===== src/hw/msdapPkg.sv =====
package msdapPkg;

	////////////////////////////////////////////////////////////
	// Vector types
	////////////////////////////////////////////////////////////

	typedef logic signed [15:0] sampleT;
	typedef logic [15:0] coeffT;
	typedef logic [39:0] accT;
	typedef logic [10:0] memAddrT;
	typedef logic [7:0] histIdxT;

	////////////////////////////////////////////////////////////
	// Memory map, offsets inside one channel half
	////////////////////////////////////////////////////////////

	localparam memAddrT historyBase = 11'd0;
	localparam memAddrT rjBase = 11'd256;
	localparam memAddrT coeffBase = 11'd512;
	// Right channel lives in the upper half
	localparam memAddrT channelStride = 11'd1024;

	// Coefficient word fields
	localparam int delayWidth = 8;
	localparam int signBit = 8;

	////////////////////////////////////////////////////////////
	// State machines
	////////////////////////////////////////////////////////////

	typedef enum logic [1:0] {loadRj, loadCoeff, run, asleep} loadStateT;

	typedef enum logic [2:0] {
		idle,
		fetchRj,
		fetchCoeff,
		fetchSample,
		groupEnd,
		nextChannel
	} engineStateT;

endpackage


===== src/hw/outputSerializer.sv =====
`timescale 1ns/1ps

module outputSerializer import msdapPkg::*; (
	input logic sClk,
	input logic reset,
	input logic start,
	input logic yValid,
	input accT yL,
	input accT yR,
	output logic outReady,
	output logic outputL,
	output logic outputR
);

	logic [5:0] bitCnt;
	accT shiftL;
	accT shiftR;

	assign outReady = (bitCnt != '0);
	// LSB first
	assign outputL = outReady & shiftL[0];
	assign outputR = outReady & shiftR[0];

	always_ff @(posedge sClk or negedge reset)
	begin
		if (!reset)
			bitCnt <= '0;
		else if (start)
			bitCnt <= '0;
		else if (yValid && !outReady)
			bitCnt <= 6'd40;
		else if (outReady)
			bitCnt <= bitCnt - 6'd1;
	end

	// A new word is only taken once the last one is out
	always_ff @(posedge sClk)
	begin
		if (yValid && !outReady)
		begin
			shiftL <= yL;
			shiftR <= yR;
		end
		else if (outReady)
		begin
			shiftL <= shiftL >> 1;
			shiftR <= shiftR >> 1;
		end
	end

endmodule


===== config.mk =====
export PLATFORM = sky130hd
export DESIGN_NAME = outputSerializer
export DESIGN_NICKNAME = d
export VERILOG_FILES = /design/src/hw/msdapPkg.sv /design/src/hw/outputSerializer.sv
export SDC_FILE = /design/constraint.sdc
export NUM_CORES = 1
export LEC_CHECK = 0
export ABC_AREA = 0
export BUFFER_PORTS_ARGS = -buffer_cell sky130_fd_sc_hd__buf_2
export CORE_MARGIN = 1.5
export CORE_UTILIZATION = 30
export DETAILED_ROUTE_END_ITERATION = 16
export MAX_ROUTING_LAYER = met4
export RECOVER_POWER = 100
export REMOVE_ABC_BUFFERS = 1
export SLEW_MARGIN = 30
export SYNTH_ARGS = -nofsm -noshare
export SYNTH_HDL_FRONTEND = slang
export SYNTH_SLANG_ARGS = --single-unit

===== constraint.sdc =====
create_clock -name sClk -period 3.67 [get_ports sClk]
set_input_delay 0.1835 -clock sClk [delete_from_list [all_inputs] [get_ports sClk]]
set_output_delay 0.1835 -clock sClk [all_outputs]
set_load 0.05 [all_outputs]

---- Yosys cells after proc, flatten, opt, wreduce, memory -nomap -nowiden ----
Index checks and enable logic that the tools add are counted.
word-level totals
  input port bits ......................... 84
  output and inout bits ................... 3
  register bits after elaboration ......... 86
  logic and storage cells ................. 18
operators by class
  multiplexer cells ....................... 7
  reductions and logical operators ........ 5
  $add $sub $neg .......................... 1
  bitwise operators ....................... 2
operator list
  kind                   count
  $mux W40               4
  $mux W6                3
  $reduce_bool A6 Y1     1
  $sub A6 B1 Y6 const B  1
  $reduce_bool A3 Y1     1
  $and A1 B1 Y1          2
  $reduce_bool A2 Y1     1
  $logic_and A1 B1 Y1    1
  $logic_not A1 Y1       1

---- Depth between registers and ports, before layout ----
Gate-level depths: netlist of the first run.
  depth in word-level cells ............... 5
  mapped depth ............................ 6

---- Worst setup path before layout of the first run ----
No wires, ideal clock.
  path kind ............................... reg2reg
  start ................................... register bitCnt[0]
  end ..................................... register shiftL[0], enable pin
  data required time ...................... 3.063 ns
  cell stages (with the launch flop) ...... 6
  clock period less this slack ............ 2.990 ns
  arrival time ............................ 2.383 ns
  setup slack ............................. 0.680 ns
  path through ............................ dfrtp_1 > inv_1 > ha_1 > or3b_2 > nor3_1 > inv_1
between the ends
  longest elaborated chain between the ends .. 4
ends and longest elaborated chain
  what                                   RTL line                RTL
  from (decl)                            outputSerializer.sv:15  logic [5:0] bitCnt;
  from (signal assigned)                 outputSerializer.sv:33  bitCnt <= bitCnt - 6'd1;
  $reduce_bool A6 Y1 *                   outputSerializer.sv:19  assign outReady = (bitCnt != '0);
  $logic_not A1 Y1                       outputSerializer.sv:39  if (yValid && !outReady)
  $logic_and A1 B1 Y1                    outputSerializer.sv:39
  $reduce_bool A2 Y1 (no source line) *  n/a
  to (signal assigned)                   outputSerializer.sv:41  shiftL <= yL;
  to (signal assigned)                   outputSerializer.sv:46  shiftL <= shiftL >> 1;
  to (decl)                              outputSerializer.sv:16  accT shiftL;
Every way passes the cells marked *; elsewhere a longest branch is shown, timed or not.
A chain may end at the register's enable or synchronous reset.

---- Worst setup path after layout of the first run ----
  start ................................... register bitCnt[0]
  end ..................................... register shiftR[11], enable pin
between the ends
  longest elaborated chain between the ends .. 4
ends and longest elaborated chain
  what                                   RTL line                RTL
  $reduce_bool A6 Y1 *                   outputSerializer.sv:19
  $logic_not A1 Y1                       outputSerializer.sv:39
  $logic_and A1 B1 Y1                    outputSerializer.sv:39
  $reduce_bool A2 Y1 (no source line) *  n/a
  to (signal assigned)                   outputSerializer.sv:42  shiftR <= yR;
  to (signal assigned)                   outputSerializer.sv:47  shiftR <= shiftR >> 1;
  to (decl)                              outputSerializer.sv:17  accT shiftR;
Marks and branches as above.

==> results of run 1 <==
==> worst max-delay path, stage by stage (launching register included) <==
cell	delay, ns
sky130_fd_sc_hd__dfrtp_1	0.40
sky130_fd_sc_hd__inv_1	0.08
sky130_fd_sc_hd__ha_1	0.20
sky130_fd_sc_hd__or3b_2	0.49
sky130_fd_sc_hd__nor3_1	0.46
sky130_fd_sc_hd__clkinvlp_2	0.19
sky130_fd_sc_hd__clkbuf_4	0.59
==> metal layers <==
metal	share of wire	wire length (µm)	vias to the layer above
met4	0.019	118	0
met1	0.44	2810	967
met3	0.10	630	9
met5	0	0	-
li1	-	-	979
met2	0.44	2770	76
==> state kept, by name, summed over array words and instances, names as in the netlist <==
name	flops
bitCnt	6
shiftL	40
shiftR	40
==> worst paths after layout <==
check | from | endpoint | cells past startpoint
max in group asynchronous | reset | bitCnt[2]$_DFFE_PN0P_ | 2
setup / recovery | bitCnt[0]$_DFFE_PN0P_ | shiftR[11]$_DFFE_PP_ | 6
hold / removal | start | bitCnt[4]$_DFFE_PN0P_ | 2
hold reg to reg | shiftL[36]$_DFFE_PP_ | shiftL[35]$_DFFE_PP_ | 1
setup reg to reg | bitCnt[0]$_DFFE_PN0P_ | shiftR[11]$_DFFE_PP_ | 6
min in group asynchronous | reset | bitCnt[3]$_DFFE_PN0P_ | 2
==> cell type report <==
class / instances / area share
clock buffer: 15 / 0.0586
clock inverter: 1 / 0.00110
inverter: 5 / 0.00438
multi-input combinational: 107 / 0.238
sequential: 86 / 0.559
tap: 147 / 0.0403
timing repair buffer: 89 / 0.0989
==> cells in the mapped netlist, types with 2 or more instances <==
master	instances
sky130_fd_sc_hd__edfxtp_1	80
sky130_fd_sc_hd__mux2_2	78
sky130_fd_sc_hd__buf_2	8
sky130_fd_sc_hd__dfrtp_1	6
sky130_fd_sc_hd__inv_1	5
sky130_fd_sc_hd__nor2_1	5
sky130_fd_sc_hd__a21oi_1	2
sky130_fd_sc_hd__a311oi_1	2
sky130_fd_sc_hd__and2_1	2
sky130_fd_sc_hd__nand2_1	2
==> through the flow <==
| step | setup slack, ns | TNS, ns | cells | total power, µW | utilization |
|---|---|---|---|---|---|
| CTS | 0.980 | 0 | 450 | 3960 | 0.381 |
| detailed placement | 0.985 | 0 | 433 | 3090 | 0.357 |
| global route | 0.461 | 0 | 450 | 4130 | 0.380 |
| finish | 0.685 | 0 | 450 | 3890 | 0.380 |
| floorplan | -0.226 | -17.62 | 198 | 2870 | - |
| global placement | 1.08 | 0 | 433 | 3050 | 0.357 |
==> power breakdown <==
| part | internal, µW | total (µW) | switching [µW] |
|---|---|---|---|
| clock network | 496 | 844 | 348 |
| registers | 1800 | 1930 | 130 |
| logic | 591 | 1120 | 526 |
==> logic make-up (layout without fill, tap and decap cells) <==
group                    Yosys count  in the layout  synth area share
flip-flops                        86             86             0.693
multiplexers                      78             78             0.238
AND/OR/NAND/NOR                   18             18            0.0296
buffers and inverters             13            110            0.0160
AO/OA/AOI/OAI                      9              9            0.0173
adder cells (fa/ha/maj)            1              1           0.00340
XOR/XNOR                           1              1           0.00238
==> what timing repair did <==
action                    CTS  global route
hold buffers                1             0
buffers inserted            0             0
hold endpoints to repair    6             0
==> layout by cell type, fill, tap and decap left out, drive strengths merged <==
master / n
a311oi: 2
dlygate4sd3: 1
a211oi: 1
nand2: 2
xnor2: 1
a21oi: 2
edfxtp: 80
dfrtp: 6
clkinv: 1
mux2: 78
clkbuf: 19
clkinvlp: 1
nor3: 1
a22o: 1
or3b: 1
nor3b: 1
inv: 4
and2: 2
o31ai: 1
o21ai: 1
or2: 1
nor2: 5
nand3b: 1
or3: 1
ha: 1
buf: 84
or4: 2
nand3: 1
a21o: 1
==> results.md, run 1 <==
Final layout:
- The fraction of layout cells with a size suffix above 1 is 0.597.
- The area of all placed cells without fillers is approximately 4600 µm².
- Summing all multi-input logic gate instances after layout gives approximately 1100 µm².
- The antenna diode count is 0.
- The sequential cell area is 2550 µm².
- The final-layout fill cell count is roughly 1.2k.
- In the final design database the tool counted roughly 380 nets.
- Compared with the post-synthesis result, the final layout area differs by 23.9%.

Die:
- The die area is between 10000 and 15000 µm².
- Measured along the x axis, the die boundary spans 114 µm.
- For this design the top-level I/O count stands at 87.
- The placeable core region is around 12000 µm².
- Row generation in the floorplan step produced 40 rows.
- The initial utilization of the core area, before any placement, comes to 0.307.
- The floorplan step set the die height to 114 µm.

Global routing:
- In the global route stage, met1 resource usage came out at 0.129.
- After global routing, the most crowded layer is met2.
- The pin count of the biggest net entering global routing is 81.
- The initial antenna violation count is 0.
- The via count of the first global-routing pass is approximately 2.1k.
- For this run, global-route usage on met2 was measured as 0.156.
- The wire length of the first global-routing pass is approximately 10 mm.
- Summed over all layers, the global routing overflow is 0.
- For this run, global-route usage on met3 was measured as 0.0537.
- The total global-route track usage is 0.109.

Clocking:
- The clock tree buffer depth is 2.
- The number of gates resized after CTS is 0.
- The CTS root buffer is sky130_fd_sc_hd__clkbuf_16.
- Counting every sink on the clock net gives 86.
- TritonCTS built the clock tree.
- The clock-pin slew of the registers on the worst-case setup and hold paths is approximately 0.06 ns.
- The clock buffer count from CTS is 9.
- The insertion delay of the later-clocked pin in the worst-skew pair is 0.33 ns.
- The H-tree generated during clock tree synthesis spans 3 levels.

Placed design:
- The post-detailed-placement cell area is 4290 µm².
- Buffers placed on the I/O ports in this run total 86.
- Summed over all nets, the half-perimeter wirelength after detailed placement is around 4.1 mm.
- The final weighted congestion of routability-driven global placement is around 0.72.

Detailed routing:
- The average wire per standard cell is about 14 µm.
- The detail route stage leaves a number of antenna-violating nets equal to 0.
- The DRC violation total after the first TritonRoute iteration is between 90 and 100.
- In the routed layout, each cell is associated on average with a via count of ~4.5.
- In the routed design, unresolved DRC markers number 0.
- The length of the first detailed-routing pass in iterations is 4.
- The total routed wirelength is between 6 and 7 mm.
- Detailed routing inserted a total of 2031 vias.

Worst setup path:
- Across all register-to-register paths, the minimum setup slack is about 0.69 ns.
- The worst endpoint data arrival time is around 2.9 ns.
- Of all nets on the critical path, the largest fanout is 80.
- The kind of end point of the critical path is a flop.
- STA classifies the critical path startpoint as a flop.
- The required time reported for the critical path endpoint is around 3.5 ns.
- The startpoint-to-endpoint class of the critical path is flop to flop.

STA:
- The final-layout worst hold slack is between 0.1 and 0.15 ns.
- Counting I/O delays and the setup requirement, the final critical path takes roughly 3 ns.
- For this run, the top clock speed supported by timing is 335 MHz.
- The final count of hold timing violations is 0.
- Setup repair after global routing left no endpoint under its margin.
- The count of pins over their slew limit is 0.
- The worst clock skew is approximately 0.0072 ns.
- Setup violations remaining at the end of the flow were counted as 0.
- The share of the clock period used by the worst path is 0.813.
- For the pin with the worst max-slew slack, the measured transition is between 1 and 1.5 ns.
- The headroom to the max-slew limit is 0.252.

Synthesis:
- For this run, the register share of the synthesized area comes to 0.693.
- The cell taking the most area after synthesis is sky130_fd_sc_hd__edfxtp_1.
- The synthesized netlist occupies a cell area of around 3700 µm².
- The mean post-synth cell area is approximately 18 µm².
- The share of synthesized area in the top cell type comes to 0.652.
- The count of distinct cell types in the synthesized netlist is 26.
- Of all flip-flops after synthesis, the portion carrying an async set or reset was 0.0698.
- The post-synthesis sequential element count is between 80 and 90.
- The number of synthesized flops with an enable pin is 80.
- By area the synthesized netlist is led by sky130_fd_sc_hd__edfxtp_1 65%, sky130_fd_sc_hd__mux2_2 24%, sky130_fd_sc_hd__dfrtp_1 4.1%.
- Yosys printed 0 warnings.
- Synthesis produced a netlist whose cell count is approximately 210.
- The flip-flop cell with the highest count after synthesis is sky130_fd_sc_hd__edfxtp_1.

Outcome:
- The run finished with clean final reports.

Pwr:
- The analysis attributes to cell leakage a power of 0.00182 µW.
- The power per unit of standard cell area is 852 nW/µm².
- Across the VDD grid, the largest voltage drop is approximately 340 µV.

Flow run:
- The max-capacitance violation count is 0.

Worst hold path:
- The worst hold path belongs to the class primary input to flop.
Note: power is estimated with default switching activity, not from simulation.
==> run 2, diff against run 1 <==
==> constraint.sdc (replaced) <==
create_clock -name sClk -period 2.8 [get_ports sClk]
set_input_delay 0.14 -clock sClk [delete_from_list [all_inputs] [get_ports sClk]]
set_output_delay 0.14 -clock sClk [all_outputs]
set_load 0.05 [all_outputs]
==> run 2 against run 1 <==
  * Hold slack got worse by 0.032 ns
  * Sequential cell count unchanged
  * Clock power increased by 50%
  * Core utilization increased by 0.74 points
  * Sequential share of layout area decreased by 1.1 points
  * Combinational power increased by 35%
  * Cell area increased by 1.9%
  * Non-clock buffer count unchanged
  * Wire length decreased by 3.1%
  * Worst setup slack got worse by 0.32 ns
  * Critical path type unchanged
==> results.md, run 2 (same netlist as run 1, synthesis figures left out) <==
STA:
- The minimum period implied by the final worst setup slack is 2.44 ns.
- The actual transition at the worst max-transition pin is 0.592 ns.
- In this run the tightest slew margin relative to its limit is 0.607.
- The final count of hold timing violations is 0.
- The final-layout worst hold slack is a little over 0.07 ns.
- Setup repair after global routing left no endpoint under its margin.
- The count of endpoints failing setup in the final report is 0.
- On the final layout, the worst clock skew is about 0.004 ns.
- The total negative slack for setup checks is 0 ns.
- The share of the clock period used by the worst path is 0.871.
- Timing would allow up to a little over 400 MHz.
- The count of pins over their slew limit is 0.

Worst setup path:
- The largest stage delay on the critical path is between 0.4 and 0.5 ns.
- STA puts the critical path data arrival time at ~2.5 ns.
- The startpoint-to-endpoint class of the critical path is flop to flop.
- The beginning of the worst register-to-register path is bitCnt[0]$_DFFE_PN0P_.
- In this run the worst path has a maximum fanout of 80.
- Among all stages on the critical path, the largest delay is contributed by sky130_fd_sc_hd__or3b_2.
- Data on the critical path is required at its endpoint by between 2 and 3 ns.
- The critical path goes through inv_1 > ha_1 > or3b_2 > nor3_1 > clkinv_2 > buf_12.
- The critical path launch point is bitCnt[0]$_DFFE_PN0P_.
- STA classifies the critical path endpoint as a flop.
- The startpoint kind of the worst setup timing path is a flop.

Detailed routing:
- In this run the top signal layer used is met4.
- In this run the remaining antenna-violating nets after routing total 0.
- The total routed wirelength is ~6.1 mm.
- After detailed routing, the average wire length per cell comes to between 10 and 15 µm.
- The detailed router put a total of ~2.8 mm of wire on met1.
- In the routed design, unresolved DRC markers number 0.
- The detailed router finished its first iteration with about 190 violations.
- Summing over every cut layer, the via total after detailed routing is 2024.
- The wire length on met3 is around 530 µm.
- The length of routed met2 wiring is ~2.7 mm.
- The via-per-instance ratio is 4.49.
- Before antenna repair, the detailed router went through 4 iterations.

Global routing:
- For this run the aggregate overflow at the end of global routing stands at 0.
- The via count of the first global-routing pass is between 2k and 2.5k.
- The initial antenna violation count is 1.
- The pin count of the biggest net entering global routing is 81.
- The first global-routing pass estimated roughly 10 mm of wire.
- Across every metal layer, demand over resource in global routing totals 0.105.

Flow run:
- The max-capacitance violation count is 0.

Pwr:
- Dividing total power by cell area gives a power density of roughly 1100 nW/µm².
- IR analysis of the VDD net gives a maximum drop of 523 µV.
- Summed over all cells, the static leakage comes to roughly 0.0019 µW.
- Power comes to between 5000 and 6000 µW.

Clocking:
- Clock tree synthesis found a total of 86 sinks.
- TritonCTS built the clock tree.
- The insertion delay of the later-clocked pin in the worst-skew pair is 0.33 ns.
- The CTS root buffer is sky130_fd_sc_hd__clkbuf_16.
- The H-tree generated during clock tree synthesis spans 3 levels.
- The clock buffer count from CTS is 9.
- Counting along the longest clock path gives a buffer depth of 2.
- The clock-pin slew of the registers on the worst-case setup and hold paths is ~0.06 ns.

Worst hold path:
- In this run the most critical hold path is launched from start.
- The path class of the tightest hold or removal check is primary input to flop.

Outcome:
- The run finished with clean final reports.

Placed design:
- The count of buffers added on input and output ports is between 80 and 90.
- The estimated wirelength of the detail-placed design is around 3.8 mm.
- The congestion estimate from routability-driven global placement came to around 0.77.
- After detailed placement, the total cell area comes to about 4300 µm².
- Once placement completed, the tool counted placed cells totaling 433.

Final layout:
- The finished cells cover between 4000 and 5000 µm².
- The count of non-filler cells in the finished layout is roughly 450.
- The library cells used most frequently in the layout, excluding fill and tap cells, are 84 x sky130_fd_sc_hd__buf_2, 80 x sky130_fd_sc_hd__edfxtp_1, 78 x sky130_fd_sc_hd__mux2_2.
- The fraction of layout cells with a size suffix above 1 is 0.614.
- The library cell used most frequently in the layout, excluding fill and tap cells, is sky130_fd_sc_hd__buf_2.
- At the end of the flow, the number of nets in the layout was between 300 and 400.
- The area growth from synthesis to layout is 26.4%.
- The largest registers in the layout are shiftL: 40 flops, shiftR: 40 flops, bitCnt: 6 flops.

Die:
- The die area is between 10000 and 15000 µm².
- The number of top-level pins is 87.
- The placeable core region is between 10000 and 15000 µm².
- The horizontal die dimension is 114 µm.
- The count of standard-cell rows is 40.
- The chip height is between 100 and 150 µm.
- The starting density of the core is 0.307.
==> run 2: stage by stage <==
stage	setup slack, ns	utilization
final	0.363	0.388
after global routing	0.256	0.388
after CTS	0.428	0.388
after detailed placement	0.447	0.359
after global placement	0.574	0.359
after floorplan	-1.10	-
==> run 2: report_power, final <==
group | total, µW | internal (µW) | switching (µW)
clock network | 1270 | 786 | 480
registers | 2510 | 2350 | 166
logic | 1510 | 804 | 705
total | 5290 | 3940 | 1350
==> run 2: worst max-delay path: cells and delay by family (launching register included) <==
kind	cells	cell delay (ns)
AND/OR/NAND/NOR	2	0.96
flip-flops	1	0.41
buffers and inverters	3	0.47
adder cells (fa/ha/maj)	1	0.19
==> run 2: path summary, 6_finish.rpt <==
path,cells after the start,slack [ns],to
max in group asynchronous,2,2.31,bitCnt[5]$_DFFE_PN0P_
worst max register to register,6,0.36,shiftL[5]$_DFFE_PP_
min in group asynchronous,2,0.23,bitCnt[3]$_DFFE_PN0P_
worst min register to register,1,0.54,shiftR[13]$_DFFE_PP_
worst min-delay path,2,0.07,bitCnt[4]$_DFFE_PN0P_
worst max-delay path,6,0.36,shiftL[5]$_DFFE_PP_
==> run 2: what timing repair did <==
action / in CTS / in global routing
setup buffers: 0 / 0
hold buffers: 1 / 0
gates resized for setup: 0 / 0
hold endpoints to repair: 6 / 0
==> run 2: final cells by class <==
class | count | area, µm²
Clock inverter | 3 | 18.8
Timing Repair Buffer | 89 | 478
Clock buffer | 13 | 314
Fill cell | 1138 | 7360
Multi-Input combinational cell | 107 | 1080
Antenna cell | 1 | 2.50
Inverter | 5 | 20.0
Sequential cell | 86 | 2550
Tap cell | 147 | 184
==> run 2: routing by layer <==
metal / vias up / track usage
met5: - / -
met3: 8 / 0.0425
met1: 946 / 0.131
met2: 84 / 0.151
met4: 0 / 0.0425
li1: 986 / -
==> run 3, diff against run 2 <==
--- a/config.mk
+++ b/config.mk
@@ -7,10 +7,14 @@
 export LEC_CHECK = 0
 export ABC_AREA = 0
 export BUFFER_PORTS_ARGS = -buffer_cell sky130_fd_sc_hd__buf_2
+export CELL_PAD_IN_SITES_DETAIL_PLACEMENT = 2
+export CELL_PAD_IN_SITES_GLOBAL_PLACEMENT = 2
+export CORE_ASPECT_RATIO = 1.2
 export CORE_MARGIN = 1.5
 export CORE_UTILIZATION = 30
 export DETAILED_ROUTE_END_ITERATION = 16
 export MAX_ROUTING_LAYER = met4
+export PLACE_DENSITY_LB_ADDON = 0.1
 export RECOVER_POWER = 100
 export REMOVE_ABC_BUFFERS = 1
 export SLEW_MARGIN = 30
==> run 3 against run 2 <==
  * Non-clock buffer count increased by 2
  * Register-to-register slack got worse by 0.04 ns
  * Clock skew increased by 0.00072 ns
  * Cell count increased by 3.5%
  * Sequential cell count unchanged
  * Combinational power about the same
  * Critical path depth unchanged
  * Sequential share of layout area increased by 0.24 points
  * Wire length increased by 18%
==> results.md, run 3 (same netlist as run 1, synthesis figures left out) <==
Die:
- For this configuration, the core starts out at a cell density of 0.306.
- The die covers 13000 µm².
- The placeable core region is 12100 µm².
- Row generation in the floorplan step produced 44 rows.
- The die is between 100 and 150 µm tall.
- Measured along the x axis, the die boundary spans ~100 µm.
- The number of top-level pins is 87.

Worst setup path:
- The beginning of the worst register-to-register path is bitCnt[0]$_DFFE_PN0P_.
- The worst endpoint data arrival time is around 2.5 ns.
- Of all nets on the critical path, the largest fanout is 80.
- The worst setup path is launched from a flop.
- The cell count of the worst reg-to-reg path is 6.
- The required time reported for the critical path endpoint is about 2.8 ns.
- The largest stage delay on the critical path is slightly below 0.5 ns.
- The startpoint-to-endpoint class of the critical path is flop to flop.
- The total stage count of the critical path is 6.
- The cell family contributing the most delay on the critical path is simple AND/OR/NAND/NOR gates.
- The buffers plus inverters on the worst setup path is 3.
- The signal on the critical path passes through inv_1 > ha_1 > or3b_2 > nor3_1 > clkinv_2 > buf_6.
- Among all stages on the critical path, the largest delay is contributed by sky130_fd_sc_hd__or3b_2.
- The worst setup path is captured at a flop.
- The worst register-to-register path ends at shiftL[32]$_DFFE_PP_.
- The setup check on the worst reg-to-reg path leaves a slack of approximately 0.32 ns.

Detailed routing:
- Dividing the detail-routed via count by the number of cells gives roughly 4.4.
- The total routed wirelength is between 7 and 8 mm.
- Summed over all nets, wire length on met3 after detailed routing comes to 378 µm.
- The number of remaining DRC errors is 0.
- In this run the remaining antenna-violating nets after routing total 0.
- The uppermost signal routing layer after detailed routing is met4.
- In this run, the number of DRC markers left after iteration 0 of detailed routing was 87.
- Dividing the detail-routed wire length by the instance count gives between 15 and 20 µm.
- Wire segments on met2 add up to 3.67 mm in the final route.
- The met1 routed wirelength after detailed routing is roughly 3.1 mm.
- Across all layers, the routed design uses between 2k and 2.5k vias.
- For this run, the detailed router's first-pass iteration total came to 4.

Final layout:
- Once layout is complete, the cells apart from fillers number about 470.
- Relative to the synthesized area, the layout overhead comes to 25.8%.
- The library cells used most frequently in the layout, excluding fill and tap cells, are 83 x sky130_fd_sc_hd__buf_2, 80 x sky130_fd_sc_hd__edfxtp_1, 78 x sky130_fd_sc_hd__mux2_2.
- Once layout is done, the placed cells without fillers occupy 4630 µm².
- The fraction of layout cells with a size suffix above 1 is 0.600.
- The number of nets in the layout is 385.
- The final core area utilization is 0.384.
- The most common cell after layout, fill and taps aside is sky130_fd_sc_hd__buf_2.
- In the final layout, the registers with the most flip-flops are shiftL: 40 flops, shiftR: 40 flops, bitCnt: 6 flops.

Worst hold path:
- The type of the most critical hold path is primary input to flop.
- The hold path startpoint is start.
- The worst hold path was traced through 2 stages.
- The worst hold endpoint is bitCnt[4]$_DFFE_PN0P_.

Clocking:
- The clock tree buffer depth is 2.
- The CTS root buffer is sky130_fd_sc_hd__clkbuf_16.
- The number of clock sinks is 86.
- The insertion delay of the later-clocked pin in the worst-skew pair is around 0.33 ns.
- The number of gates resized after CTS is 0.
- The clock tree synthesis step divided the H-tree into 3 levels.
- The clock-pin slew of the registers on the worst-case setup and hold paths is 0.06 ns.
- The TritonCTS clock tree is yes.
- The clock buffer count from CTS is 9.

Global routing:
- The via count of the first global-routing pass was ~2.4k.
- After global routing the overflow that remains totals 0.
- Entering global routing, the biggest net connects around 80 pins.
- The wire length of the first global-routing pass is roughly 12 mm.
- The initial antenna violation count is 1.
- The total global-route track usage is 0.126.

STA:
- The count of endpoints failing setup in the final report is 0.
- The share of the clock period used by the worst path is 0.884.
- The worst clock skew is between 0.004 and 0.005 ns.
- The minimum period implied by the final worst setup slack is about 2.5 ns.
- The final count of hold timing violations is 0.
- The actual transition at the worst max-transition pin is roughly 0.76 ns.
- The upper clock frequency limit is slightly above 400 MHz.
- The count of pins over their slew limit came to 0.
- Setup repair after global routing left no endpoint under its margin.
- After routing, the total negative slack on setup checks comes to 0 ns.
- The headroom to the max-slew limit is 0.490.

Placed design:
- The final weighted congestion of routability-driven global placement is about 0.70.
- The estimated wirelength of the detail-placed design is slightly below 5 mm.
- After detailed placement, the total cell area comes to between 4000 and 5000 µm².
- The cell total after placement is around 450.
- Input and output buffers added on the ports amount to 86.

Pwr:
- Across the VDD grid, the largest voltage drop is ~460 µV.
- In this run the static leakage power is 0.00185 µW.
- The total power draw is 5300 µW.
- Power spread over the standard cell area amounts to 1140 nW/µm².

Flow run:
- Max-cap violations in this run came to 0.

Outcome:
- The run finished with clean final reports.
[run 3: timing repair]
item                      4_1_cts  5_1_grt
hold endpoints to repair        6        0
hold buffers                    1        0
buffers inserted                0        0
[run 3: worst max-delay path by stage]
stage                          start                   end  slack (ns)
6_report       bitCnt[0]$_DFFE_PN0P_  shiftL[32]$_DFFE_PP_        0.32
5_1_grt        bitCnt[0]$_DFFE_PN0P_  shiftL[28]$_DFFE_PP_        0.14
2_1_floorplan  bitCnt[0]$_DFFE_PN0P_   shiftL[0]$_DFFE_PP_       -1.10
4_1_cts        bitCnt[0]$_DFFE_PN0P_  shiftL[31]$_DFFE_PP_        0.41
3_3_place_gp   bitCnt[0]$_DFFE_PN0P_  shiftL[23]$_DFFE_PP_        0.49
3_5_place_dp   bitCnt[0]$_DFFE_PN0P_  shiftL[27]$_DFFE_PP_        0.42
[run 3: layer usage]
layer  vias up  global-route usage
li1        984                   -
met1      1021               0.140
met2        57               0.212
met3        11              0.0366
met4         0              0.0547
met5         -                   -
[run 3: area by class of cell]
class	instances	area [µm²]
well taps	161	201
flip-flops and latches	86	2550
inverters	5	20.0
repair buffers	91	472
diodes	1	2.50
multi-input cells	107	1080
clock inverters	5	73.8
clock buffers	11	233
fillers	1204	7420
[run 3: metrics by stage]
stage	setup WS [ns]	hold WS [ns]
global placement	0.485	-0.0197
floorplan	-1.10	-0.156
CTS	0.408	0.0608
finish	0.325	0.0744
global route	0.137	0.0737
detailed placement	0.423	-0.0151
[run 3: power by group]
group / internal [µW] / switching, µW / leakage, µW
combinational: 791 / 728 / 0.000778
sequential: 2350 / 178 / 0.000921
clock: 776 / 473 / 0.000151
total: 3920 / 1380 / 0.00185
